File: config.mk
export PLATFORM = sky130hd
export DESIGN_NAME = masterControl
export DESIGN_NICKNAME = d
export VERILOG_FILES = /design/src/busMasterPkg.sv /design/src/masterControl.sv
export VERILOG_INCLUDE_DIRS = /design/src /design/src/src
export SDC_FILE = /design/constraint.sdc
export NUM_CORES = 1
export LEC_CHECK = 0
export BUFFER_PORTS_ARGS = -buffer_cell sky130_fd_sc_hd__buf_2
export CORE_MARGIN = 3
export CORE_UTILIZATION = 30
export CTS_BUF_LIST = sky130_fd_sc_hd__clkbuf_2
export DETAILED_ROUTE_END_ITERATION = 8
export SLEW_MARGIN = 40
export SYNTH_ARGS = -nofsm -noshare
export SYNTH_HDL_FRONTEND = slang
export SYNTH_SLANG_ARGS = --single-unit
File: constraint.sdc
create_clock -name clk -period 2.4 [get_ports clk]
set_input_delay 0 -clock clk [delete_from_list [all_inputs] [get_ports clk]]
set_output_delay 0 -clock clk [all_outputs]
set_load 0.02 [all_outputs]
File: src/busMaster_params.svh
`ifndef BUS_MASTER_PARAMS_SVH
`define BUS_MASTER_PARAMS_SVH

// local word memory
`define BM_MEM_DEPTH          4096
`define BM_ADDR_WIDTH         12
`define BM_DATA_WIDTH         16

// slave addressing and frame layout
`define BM_SLAVE_ID_WIDTH     2
`define BM_START_PATTERN_LEN  3
// start pattern, slave id, rd/wr bit, burst bit, address
`define BM_CONTROL_LEN        (`BM_START_PATTERN_LEN + `BM_SLAVE_ID_WIDTH + 2 + `BM_ADDR_WIDTH)
// start pattern followed by slave id
`define BM_ARB_REQ_LEN        (`BM_START_PATTERN_LEN + `BM_SLAVE_ID_WIDTH)
`define BM_GRANT_RUN          2

`endif

File: src/busMasterPkg.sv
`default_nettype none

`include "busMaster_params.svh"

package busMasterPkg;

    typedef logic [`BM_ADDR_WIDTH-1:0]     memAddrT;
    typedef logic [`BM_DATA_WIDTH-1:0]     dataWordT;
    typedef logic [`BM_SLAVE_ID_WIDTH-1:0] slaveIdT;

    // control frame, first field goes out first
    typedef struct packed {
        logic [`BM_START_PATTERN_LEN-1:0] startPattern;
        slaveIdT                          slaveId;
        logic                             rdWr;
        logic                             burst;
        memAddrT                          address;
    } controlFieldsT;

    // built by field, shifted out as one raw word
    typedef union packed {
        controlFieldsT              fields;
        logic [`BM_CONTROL_LEN-1:0] raw;
    } controlFrameU;

    typedef enum logic [2:0] {
        idle,
        arbitrate,
        sendControl,
        transfer,
        finish
    } masterPhaseE;

endpackage

`default_nettype wire

File: src/masterControl.sv
`default_nettype none

module masterControl
    import busMasterPkg::*;
(
    input  wire logic    clk,
    input  wire logic    rstN,
    input  wire logic    start,
    input  wire logic    rdWr,
    input  wire slaveIdT slaveId,
    input  wire memAddrT address,
    input  wire memAddrT lastAddress,
    input  wire logic    granted,
    input  wire logic    frameDone,
    input  wire logic    wordDone,
    output logic         busy,
    output logic         arbReq,
    output slaveIdT      reqSlaveId,
    output logic         frameLoad,
    output controlFrameU frame,
    output logic         wordGo,
    output logic         wordRead,
    output memAddrT      wordAddr,
    output logic         wordLast,
    output logic         releaseBus,
    output logic         doneCom
);

    masterPhaseE phase;
    memAddrT     wordsLeft;

    assign busy       = (phase != idle);
    assign reqSlaveId = frame.fields.slaveId;
    // rdWr high means write
    assign wordRead   = !frame.fields.rdWr;
    assign wordLast   = (wordsLeft == '0);

    ////////////////////////////////////////////////////////////////////////////
    // phase sequencer
    ////////////////////////////////////////////////////////////////////////////

    always_ff @(posedge clk or negedge rstN) begin
        if (!rstN) begin
            phase      <= idle;
            frame      <= '0;
            wordAddr   <= '0;
            wordsLeft  <= '0;
            arbReq     <= 1'b0;
            frameLoad  <= 1'b0;
            wordGo     <= 1'b0;
            releaseBus <= 1'b0;
            doneCom    <= 1'b0;
        end else begin
            arbReq     <= 1'b0;
            frameLoad  <= 1'b0;
            wordGo     <= 1'b0;
            releaseBus <= 1'b0;
            doneCom    <= 1'b0;
            unique case (phase)
                idle: begin
                    if (start) begin
                        frame.fields.startPattern <= '1;
                        frame.fields.slaveId      <= slaveId;
                        frame.fields.rdWr         <= rdWr;
                        frame.fields.burst        <= (lastAddress != address);
                        frame.fields.address      <= address;
                        wordAddr  <= address;
                        wordsLeft <= lastAddress - address;
                        arbReq    <= 1'b1;
                        phase     <= arbitrate;
                    end
                end
                arbitrate: begin
                    if (granted) begin
                        frameLoad <= 1'b1;
                        phase     <= sendControl;
                    end
                end
                sendControl: begin
                    if (frameDone) begin
                        wordGo <= 1'b1;
                        phase  <= transfer;
                    end
                end
                transfer: begin
                    // one word per wordDone, address steps up
                    if (wordDone) begin
                        if (wordLast) begin
                            releaseBus <= 1'b1;
                            phase      <= finish;
                        end else begin
                            wordAddr  <= wordAddr + 1'b1;
                            wordsLeft <= wordsLeft - 1'b1;
                            wordGo    <= 1'b1;
                        end
                    end
                end
                finish: begin
                    doneCom <= 1'b1;
                    phase   <= idle;
                end
                default: phase <= idle;
            endcase
        end
    end

    noStartWhileBusy: assert property (@(posedge clk) disable iff (!rstN)
        busy |-> !start);

endmodule

`default_nettype wire

# Yosys cells after proc, flatten, opt, wreduce, memory -nomap -nowiden
# Index checks and enable logic that the tools add are counted.
dict set report word_totals {
  regBits 49
  inputBits 33
  out_inout_bits 41
}
dict set report op_classes {
  n_addsub 3
  n_eq_ne 11
  muxes 26
  n_reduce_logical 8
}
# cell n
set ops {}
lappend ops {{$mux W12} 6}
lappend ops {{$pmux W12 S2} 2}
lappend ops {{$mux W3} 5}
lappend ops {{$add A12 B1 Y12 const B} 1}
lappend ops {{$logic_not A12 Y1} 1}
lappend ops {{$ne A12 B12 Y1} 1}
lappend ops {{$ne A2 B2 Y1 const B} 6}
lappend ops {{$pmux W3 S4} 1}
lappend ops {{$sub A12 B1 Y12 const B} 1}
lappend ops {{$sub A12 B12 Y12} 1}
lappend ops {{$mux W1} 11}
lappend ops {{$eq A3 B2 Y1 const B} 2}
lappend ops {{$reduce_and A5 Y1} 1}
lappend ops {{$reduce_and A4 Y1} 1}
lappend ops {{$eq A3 B1 Y1 const B} 1}
lappend ops {{$eq A3 B3 Y1 const B} 1}
lappend ops {{$logic_not A3 Y1} 1}
lappend ops {{$reduce_bool A3 Y1} 1}
lappend ops {{$pmux W1 S2} 1}
lappend ops {{$reduce_and A2 Y1} 1}
lappend ops {{$reduce_bool A2 Y1} 1}
lappend ops {{$logic_not A1 Y1} 1}

# Logic depth before layout (Yosys ltp)
# Gate-level depths: netlist of the first run.
dict set report logic_depth {
  depth_word 4
  mapped_depth 10
}

# Worst setup path before layout of the first run
# OpenSTA, ideal clock, no wires.
dict set report synth_timing {
  path_type {input to register}
  startpoint {input lastAddress[0]}
  endpoint {register wordsLeft[8]}
  arrival_ns 1.675
  required_ns 2.265
  setup_slack_ns 0.589
  stages 10
  n_path_buf 0
  path_cell_list {inv_1 ha_1 inv_1 fa_1 a211oi_1 o21bai_1 a2111oi_0 nor3_1 xnor2_1 o21ai_0}
}
dict set report synth_via {
  elab_chain_len 3
}
# item line
set synth_lines {}
lappend synth_lines {{from (decl)} masterControl.sv:12} ;# input wire memAddrT lastAddress,
lappend synth_lines {{$sub A12 B12 Y12} masterControl.sv:68} ;# wordsLeft <= lastAddress - address;
lappend synth_lines {{$mux W12} masterControl.sv:61} ;# if (start) begin
lappend synth_lines {{$pmux W12 S2} masterControl.sv:59} ;# unique case (phase)
lappend synth_lines {{to (signal assigned)} masterControl.sv:68}
lappend synth_lines {{to (signal assigned)} masterControl.sv:93} ;# wordsLeft <= wordsLeft - 1'b1;
lappend synth_lines {{to (decl)} masterControl.sv:30} ;# memAddrT wordsLeft;
# No other way between the ends. The select of a mux whose other input is x is not followed.
# A chain may end at the register's enable or synchronous reset.

# Worst setup path after layout of the first run
# Ends and elaborated chain as after synthesis.

==> results.rst, run 1 <==
.. list-table::
   :header-rows: 1

   * - Metric
     - Value
   * - Net count after synthesis
     - 398
   * - Worst reg2reg path startpoint
     - wordsLeft[5]$_DFFE_PN0P_
   * - Maximum number of pins on one net before global-route repair
     - 32
   * - Count of unique library cells instantiated by Yosys
     - 56
   * - I/O pin cnt
     - between 70 and 80
   * - Total design power
     - 3.54 mW
   * - Post-route antenna net violation count
     - 0
   * - Wire per inst
     - ~15 um
   * - Antenna Cells
     - 0
   * - Clock tree from TritonCTS
     - yes
   * - Number of max-slew violations in the final report
     - 0
   * - Sum of negative setup slack
     - 0 ps
   * - Combined area of all synthesized cells
     - roughly 0.003 mm^2
   * - Power density cells
     - 943 mW/mm^2
   * - Transition time at the pin with the least slew margin
     - 556 ps
   * - Total number of vias
     - 2881
   * - Compound-cell area share of the yosys netlist
     - a little under a quarter
   * - VDD IR-drop max
     - between 0.5 and 0.6 mV
   * - Placement Cell Area
     - 0.00350 mm^2
   * - Setup repair after global routing missed its margin
     - false
   * - Part of the Yosys area used for sequential elements
     - 40.8%
   * - CP Data Required Time
     - between 2000 and 3000 ps
   * - Cell type contributing the most total cell area after synthesis
     - sky130_fd_sc_hd__dfrtp_1
   * - Number of flops mapped to enable cells by yosys
     - 0
   * - Path class of the lowest-slack min-delay path
     - input pin to asynchronous set/reset pin
   * - Clock Tree Buf Depth
     - 2
   * - Final number of hold-violating endpoints
     - 0
   * - Final Util
     - between 30% and 40%
   * - Residual DRC count
     - 0
   * - Post-detailed-placement half-perimeter wirelength
     - 6280 um
   * - Detailed-router iteration count before antenna repair
     - 4
   * - Die Outline Area
     - ~0.011 mm^2
   * - Multiplexer fraction of the synthesized cell area
     - less than 1%
   * - Endpoint arrival time on the critical path
     - approximately 2600 ps
   * - Total wire length
     - 8520 um
   * - P_leak
     - 1.77 nW
   * - Dominant combinational cell family by area after synthesis
     - compound AO/OA/AOI/OAI gates
   * - GRT Total Usage
     - 15.2%
   * - Start-to-end type of the worst setup path
     - input pin to flip-flop
   * - Achievable Freq
     - 450 MHz
   * - Vertical die dimension
     - around 110 um
   * - Core region area
     - 0.00950 mm^2
   * - Fraction of post-synthesis cell area in the top cell type by area
     - 40.8%
   * - Fraction of registers with async set or reset after synthesis
     - 100%
   * - Slew Limit Headroom
     - 62.6%
   * - First-pass GRT wire length
     - 13800 um
   * - Post-Synthesis Mean Instance Area
     - about 8.6 um^2
   * - Register-to-Register Path Depth
     - 6
   * - Iteration-0 DRC Markers
     - 135
   * - Sinks on Clock Net
     - 49
   * - Number of vias per cell after detailed routing
     - ~5.0
   * - Syn-to-layout area delta
     - 24.9%
   * - Row count
     - 35
   * - Critical path capture point type
     - flip-flop
   * - Global placement routability congestion
     - 0.886
   * - R2R setup slack
     - 240 ps
   * - Most area-consuming cells after synthesis
     - sky130_fd_sc_hd__dfrtp_1 41%, sky130_fd_sc_hd__o21ai_0 6.3%, sky130_fd_sc_hd__a21oi_1 5.8%
   * - Inserted Clock Buffers
     - 5
   * - Number of max-capacitance violations reported
     - 0
   * - Final design instance area without fill
     - between 0.003 and 0.004 mm^2
   * - Simple-gate portion of the synthesized area
     - 20.1%
   * - Post-route minimum period
     - around 2200 ps
   * - Status
     - finished clean
   * - Startpoint type of the worst setup path
     - input pin
   * - Synth Area in Adders
     - under 10%
   * - Warning count from the yosys run
     - 0
   * - Synthesized flop and latch total
     - 49
   * - Reg-to-reg endpoint
     - wordAddr[5]$_DFFE_PN0P_
   * - Leading cell types in the layout, fill and taps excluded
     - 73 x sky130_fd_sc_hd__buf_2, 49 x sky130_fd_sc_hd__dfrtp_1, 44 x sky130_fd_sc_hd__nand2_1, 38 x sky130_fd_sc_hd__o21ai_0, 35 x sky130_fd_sc_hd__a21oi_1
   * - Vias in the first global route
     - roughly 2.8k
   * - Number of antenna violations at the first check in global routing
     - 0
   * - Die Wd
     - around 110 um
   * - Post-synthesis share of cell area spent on xor and xnor gates
     - 2.62%
   * - Worst hold slack
     - approximately 37 ps
   * - Insertion delay to the later sink of the worst-skew pair
     - between 400 and 500 ps
   * - Cell chosen for the clock root
     - sky130_fd_sc_hd__clkbuf_2
   * - Skew final
     - 27.6 ps
   * - Global route total overflow
     - 0
   * - Crit share post-route
     - 92.7%
   * - Filler cell count in the final layout
     - 995
   * - # setup viols final
     - 0
   * - Synthesized netlist cell count
     - 350
   * - Nets
     - 490
   * - Largest driver fanout on the critical path
     - 3
   * - Effective utilization at floorplan
     - between 30% and 40%
   * - Port bufs
     - 73
   * - Top flip-flop cell by instance count after synthesis
     - sky130_fd_sc_hd__dfrtp_1
   * - Fraction of final layout cells with drive strength greater than 1
     - 23.0%
   * - Clock input transition at the sequential cells of the worst setup and hold paths
     - 270 ps
   * - H-Tree Depth
     - 2
   * - Most common cell after layout, fill and taps aside
     - sky130_fd_sc_hd__buf_2
-- power breakdown --
part / switching (mW) / internal [mW]
clock: 0.274 / 0.0735
sequential: 0.322 / 1.12
combinational: 1.07 / 0.681
total: 1.66 / 1.87
-- state kept, by name, indices dropped and copies added, names as in the netlist --
name	flops
phase	3
wordGo	1
frameLoad	1
releaseBus	1
frame	17
arbReq	1
wordAddr	12
wordsLeft	12
doneCom	1
-- timing repair --
item	in CTS	in global routing
hold buffers	20	1
hold endpoints to repair	80	1
setup buffers	0	0
resized for setup	0	1
endpoints found under the setup margin	0	1
-- cells by family after synthesis --
logic type               after synthesis
AND/OR/NAND/NOR                      121
AO/OA/AOI/OAI                        114
flip-flops                            49
buffers and inverters                 41
adder cells (fa/ha/maj)               15
XOR/XNOR                               9
multiplexers                           1
-- how the worst max path moves through the flow --
stage                    from                       end  cells past startpoint
4_1_cts        lastAddress[0]  wordsLeft[8]$_DFFE_PN0P_                     12
5_1_grt        lastAddress[0]  wordsLeft[8]$_DFFE_PN0P_                     12
6_report       lastAddress[0]  wordsLeft[8]$_DFFE_PN0P_                     12
2_1_floorplan  lastAddress[0]  wordsLeft[8]$_DFFE_PN0P_                     10
3_3_place_gp   lastAddress[0]  wordsLeft[8]$_DFFE_PN0P_                     11
3_5_place_dp   lastAddress[0]  wordsLeft[8]$_DFFE_PN0P_                     11
-- layer usage --
metal	global-route usage [%]	part of all wire, %	vias up
li1	-	-	1420
met4	4.26	2.1	0
met3	2.67	4.4	17
met2	25.8	49	86
met1	19.9	45	1358
met5	0	0	-
-- final cells by class --
cell class / count / area (um^2) / area share [%]
multi-input cells: 260 / 1590 / 42.3
flip-flops and latches: 49 / 1230 / 32.7
repair buffers: 105 / 658 / 17.5
well taps: 129 / 161 / 4.30
inverters: 21 / 78.8 / 2.10
clock buffers: 6 / 30.0 / 0.800
clock inverters: 2 / 10.0 / 0.267
-- critical path, stage by stage --
cell                            delay, ps
sky130_fd_sc_hd__dlygate4sd3_1        530
sky130_fd_sc_hd__buf_2                120
sky130_fd_sc_hd__inv_1                 40
sky130_fd_sc_hd__ha_1                 170
sky130_fd_sc_hd__inv_1                 60
sky130_fd_sc_hd__fa_1                 410
sky130_fd_sc_hd__a211oi_1             310
sky130_fd_sc_hd__o21bai_1             160
sky130_fd_sc_hd__a2111oi_1            400
sky130_fd_sc_hd__nor3_1               120
sky130_fd_sc_hd__xnor2_1              130
sky130_fd_sc_hd__o21ai_0              140
-- stage by stage --
step           setup WS (ps)  cells
2_1_floorplan            589    350
3_3_place_gp             309    543
3_5_place_dp             284    543
4_1_cts                  154    571
5_1_grt                 10.0    572
6_report                 176    572
-- cells in the mapped netlist, types with 3 or more instances --
library cell / number
sky130_fd_sc_hd__a211oi_1: 5
sky130_fd_sc_hd__dfrtp_1: 49
sky130_fd_sc_hd__a21oi_1: 35
sky130_fd_sc_hd__nand2_1: 44
sky130_fd_sc_hd__a31oi_1: 6
sky130_fd_sc_hd__a21o_1: 3
sky130_fd_sc_hd__inv_1: 20
sky130_fd_sc_hd__o22ai_1: 5
sky130_fd_sc_hd__buf_4: 6
sky130_fd_sc_hd__nor3_1: 14
sky130_fd_sc_hd__xnor2_1: 6
sky130_fd_sc_hd__xor2_1: 3
sky130_fd_sc_hd__nor2_1: 28
sky130_fd_sc_hd__buf_2: 6
sky130_fd_sc_hd__ha_1: 14
sky130_fd_sc_hd__o21ai_0: 38
sky130_fd_sc_hd__nand3_1: 12
sky130_fd_sc_hd__clkbuf_1: 5
sky130_fd_sc_hd__and3_1: 5
Note: power is estimated with default switching activity, not from simulation.
==> inputs of run 2 (changes only) <==
- ABC_AREA: not set -> 1
==> run 2 against run 1 <==
Final cell count rose by 24%. Critical path type is now flip-flop to flip-flop. Die area rose by 10%. Via count rose by 15%. Total power rose by 29%. Combinational power rose by 53%. Register-to-register slack improved by 250 ps. Cell area rose by 8.6%. Global-route usage barely moved. Clock power rose by 6.6%. Hold slack got worse by 32 ps.
==> results.rst, run 2 <==
.. list-table::
   :header-rows: 1

   * - Metric
     - Value
   * - Iteration-0 DRC Markers
     - 191 (was 135)
   * - Clock tree from TritonCTS
     - yes (unchanged)
   * - Leading cell types in the layout, fill and taps excluded
     - 157 x sky130_fd_sc_hd__nand2_1, 73 x sky130_fd_sc_hd__buf_2, 52 x sky130_fd_sc_hd__inv_1, 49 x sky130_fd_sc_hd__dfrtp_1, 44 x sky130_fd_sc_hd__nor2_1 (was 73 x sky130_fd_sc_hd__buf_2, 49 x sky130_fd_sc_hd__dfrtp_1, 44 x sky130_fd_sc_hd__nand2_1, 38 x sky130_fd_sc_hd__o21ai_0, 35 x sky130_fd_sc_hd__a21oi_1)
   * - Top flip-flop cell by instance count after synthesis
     - sky130_fd_sc_hd__dfrtp_1 (unchanged)
   * - Combined area of all synthesized cells
     - 0.00334 mm^2 (was 0.00300 mm^2)
   * - Clock Tree Buf Depth
     - 2 (unchanged)
   * - Hold EP
     - wordsLeft[11]$_DFFE_PN0P_
   * - GRT Total Usage
     - 15.2% (about the same)
   * - Global route total overflow
     - 0 (unchanged)
   * - Final number of hold-violating endpoints
     - 0 (unchanged)
   * - Reg with most FFs
     - frame (unchanged)
   * - First-pass GRT wire length
     - 15800 um (was 13800 um)
   * - Fraction of post-synthesis cell area in the top cell type by area
     - 36.7% (was 40.8%)
   * - Path class of the lowest-slack min-delay path
     - input pin to flip-flop (was input pin to asynchronous set/reset pin)
   * - Number of flops mapped to enable cells by yosys
     - 0 (unchanged)
   * - Warning count from the yosys run
     - 0 (unchanged)
   * - Setup repair after global routing missed its margin
     - false (unchanged)
   * - Most common cell after layout, fill and taps aside
     - sky130_fd_sc_hd__nand2_1 (was sky130_fd_sc_hd__buf_2)
   * - Number of max-slew violations in the final report
     - 0 (unchanged)
   * - Sinks on Clock Net
     - 49 (unchanged)
   * - R2R setup slack
     - 490 ps (was 240 ps)
   * - Endpoint arrival time on the critical path
     - 2290 ps (was 2590 ps)
   * - Nets
     - 618 (was 490)
   * - Reg-to-reg endpoint
     - wordsLeft[0]$_DFFE_PN0P_ (was wordAddr[5]$_DFFE_PN0P_)
   * - Most common cell in the synthesized netlist
     - sky130_fd_sc_hd__nand2_1 (was sky130_fd_sc_hd__dfrtp_1)
   * - Die Outline Area
     - 0.0124 mm^2 (was 0.0113 mm^2)
   * - Syn-to-layout area delta
     - 22.1% (was 24.9%)
   * - Part of the Yosys area used for sequential elements
     - 36.7% (was 40.8%)
   * - Most used standard cells in the synthesized netlist
     - 157 x sky130_fd_sc_hd__nand2_1, 52 x sky130_fd_sc_hd__inv_1, 49 x sky130_fd_sc_hd__dfrtp_1 (was 49 x sky130_fd_sc_hd__dfrtp_1, 44 x sky130_fd_sc_hd__nand2_1, 38 x sky130_fd_sc_hd__o21ai_0)
   * - Fraction of final layout cells with drive strength greater than 1
     - 20.7% (was 23.0%)
   * - Post-detailed-placement half-perimeter wirelength
     - 6950 um (was 6280 um)
   * - Startpoint type of the worst setup path
     - flip-flop (was input pin)
   * - Transition time at the pin with the least slew margin
     - 438 ps (was 556 ps)
   * - Total wire length
     - 9260 um (was 8520 um)
   * - Crit share post-route
     - 79.7% (was 92.7%)
   * - Residual DRC count
     - 0 (unchanged)
   * - Number of vias per cell after detailed routing
     - 4.70 (was 5.04)
   * - Synthesized netlist cell count
     - 478 (was 350)
   * - Count of unique library cells instantiated by Yosys
     - 34 (was 56)
   * - Total number of vias
     - 3326 (was 2881)
   * - Row count
     - 37 (was 35)
   * - Antenna Cells
     - 0 (unchanged)
   * - Final design instance area without fill
     - 0.00408 mm^2 (was 0.00375 mm^2)
   * - Most area-consuming cells after synthesis
     - sky130_fd_sc_hd__dfrtp_1 37%, sky130_fd_sc_hd__nand2_1 18%, sky130_fd_sc_hd__inv_1 5.8% (was sky130_fd_sc_hd__dfrtp_1 41%, sky130_fd_sc_hd__o21ai_0 6.3%, sky130_fd_sc_hd__a21oi_1 5.8%)
   * - Number of antenna violations at the first check in global routing
     - 0 (unchanged)
   * - Post-Synthesis Mean Instance Area
     - 6.98 um^2 (was 8.58 um^2)
   * - Die Wd
     - 111 um (was 106 um)
   * - Placement Cell Area
     - 0.00380 mm^2 (was 0.00350 mm^2)
   * - Port bufs
     - 73 (unchanged)
   * - VDD IR-drop max
     - 0.513 mV (was 0.507 mV)
   * - Inserted Clock Buffers
     - 5 (unchanged)
   * - Power density cells
     - 1120 mW/mm^2 (was 943 mW/mm^2)
   * - Insertion delay to the later sink of the worst-skew pair
     - 470 ps (was 430 ps)
   * - Largest driver fanout on the critical path
     - 30 (was 3)
   * - Slew Limit Headroom
     - 70.7% (was 62.6%)
   * - Top flop regs
     - frame (17), wordAddr (12), wordsLeft (12) (unchanged)
   * - # setup viols final
     - 0 (unchanged)
   * - Status
     - finished clean (unchanged)
   * - Wire per inst
     - 13.1 um (was 14.9 um)
   * - CP Data Required Time
     - 2780 ps (was 2760 ps)
   * - Number of max-capacitance violations reported
     - 0 (unchanged)
   * - Effective utilization at floorplan
     - 31.6% (about the same)
   * - Core region area
     - 0.0106 mm^2 (was 0.00950 mm^2)
   * - Global placement routability congestion
     - 0.842 (was 0.886)
   * - Synthesized flop and latch total
     - 49 (unchanged)
   * - Skew final
     - 47.2 ps (was 27.6 ps)
   * - Post-route antenna net violation count
     - 0 (unchanged)
   * - Sum of negative setup slack
     - 0 ps (unchanged)
   * - Post-route minimum period
     - 1910 ps (was 2220 ps)
   * - Register-to-Register Path Depth
     - 8 (was 6)
   * - Start-to-end type of the worst setup path
     - flip-flop to flip-flop (was input pin to flip-flop)
   * - Hold path cells
     - 6
   * - P_leak
     - 2.14 nW (was 1.77 nW)
   * - Max reg flops
     - 17 (unchanged)
   * - Hold path startpoint
     - lastAddress[11]
   * - Filler cell count in the final layout
     - 1164 (was 995)
   * - Cell chosen for the clock root
     - sky130_fd_sc_hd__clkbuf_2 (unchanged)
   * - Achievable Freq
     - 523 MHz (was 450 MHz)
   * - Vertical die dimension
     - 111 um (was 106 um)
   * - Maximum number of pins on one net before global-route repair
     - 31 (was 32)
   * - Critical path capture point type
     - flip-flop (unchanged)
   * - I/O pin cnt
     - 74 (unchanged)
   * - Clock input transition at the sequential cells of the worst setup and hold paths
     - 260 ps (was 270 ps)
   * - Detailed-router iteration count before antenna repair
     - 4 (unchanged)
   * - Cell type contributing the most total cell area after synthesis
     - sky130_fd_sc_hd__dfrtp_1 (unchanged)
   * - Net count after synthesis
     - 526 (was 398)
   * - Fraction of registers with async set or reset after synthesis
     - 100% (unchanged)
   * - Total design power
     - 4.58 mW (was 3.54 mW)
   * - Post-CTS setup buffer count
     - 0 (unchanged)
   * - Final Util
     - 38.6% (was 39.5%)
   * - H-Tree Depth
     - 2 (unchanged)
   * - Worst reg2reg path startpoint
     - phase[0]$_DFFE_PN0P_ (was wordsLeft[5]$_DFFE_PN0P_)
   * - Vias in the first global route
     - 3210 (was 2840)
## run 2: logic make-up after synthesis
kind of cell / count (synthesis) / synth area share, %
and+or+nand+nor: 271 / 35.0
buffers and inverters: 73 / 9.71
AOI/OAI and AO/OA: 63 / 10.8
xor gates and xnor gates: 7 / 1.84
DFF: 49 / 36.7
adders and majority gates: 15 / 5.85
## run 2: final cells by class
type / count / area [um^2] / share of cell area (%)
Timing Repair Buffer: 100 / 626 / 15.4
Sequential cell: 49 / 1230 / 30.1
Multi-Input combinational cell: 356 / 1790 / 43.9
Clock buffer: 5 / 25.0 / 0.614
Tap cell: 136 / 170 / 4.18
Clock inverter: 3 / 20.0 / 0.491
Inverter: 58 / 220 / 5.40
## run 2: what timing repair did
action / 4_1_cts / 5_1_grt
setup endpoints to repair: 0 / 0
endpoints found under the hold margin: 72 / 0
resized for setup: 0 / 0
hold buffers: 23 / 0
## run 2: through the flow
stage	hold slack, ps	setup slack, ps	std cells
after floorplan	-296	798	478
after global placement	0.192	521	676
after detailed placement	4.32	516	676
after CTS	4.90	469	707
after global routing	47.1	248	707
final	5.76	488	707
## run 2: routing by layer
| metal | GRT usage, % | up-vias | part of all wire (%) | routed length, um |
|---|---|---|---|---|
| met1 | 21.8 | 1527 | 50 | 4620 |
| met3 | 2.34 | 5 | 4.1 | 384 |
| li1 | - | 1703 | - | - |
| met4 | 2.60 | 0 | 0.62 | 57 |
| met5 | 0 | - | 0 | 0 |
| met2 | 24.6 | 91 | 45 | 4200 |
## run 2: worst max-delay path: stages (launching register included)
cell and delay (ps):
sky130_fd_sc_hd__dfrtp_1 510, sky130_fd_sc_hd__inv_2 90, sky130_fd_sc_hd__nor2_4 300, sky130_fd_sc_hd__inv_2 80, sky130_fd_sc_hd__a21oi_2 190, sky130_fd_sc_hd__nand2_4 170, sky130_fd_sc_hd__inv_4 330, sky130_fd_sc_hd__nand2_1 80
sky130_fd_sc_hd__o21ai_1 80
## run 2: worst max path at each step
stage	start	end	slack (ps)	cells after the start
after global routing	wordsLeft[0]$_DFFE_PN0P_	wordsLeft[5]$_DFFE_PN0P_	250	11
after detailed placement	phase[2]$_DFFE_PN0P_	wordAddr[6]$_DFFE_PN0P_	520	9
final	phase[0]$_DFFE_PN0P_	wordsLeft[0]$_DFFE_PN0P_	490	8
after global placement	wordsLeft[0]$_DFFE_PN0P_	wordsLeft[11]$_DFFE_PN0P_	520	11
after CTS	phase[0]$_DFFE_PN0P_	wordsLeft[0]$_DFFE_PN0P_	470	8
after floorplan	wordsLeft[0]$_DFFE_PN0P_	wordsLeft[6]$_DFFE_PN0P_	800	12
## run 2: power breakdown
part | internal, mW | total, mW | switching, mW
Clock | 0.0721 | 0.371 | 0.299
Sequential | 1.19 | 1.54 | 0.342
Combinational | 0.901 | 2.67 | 1.77
Total | 2.17 | 4.58 | 2.41
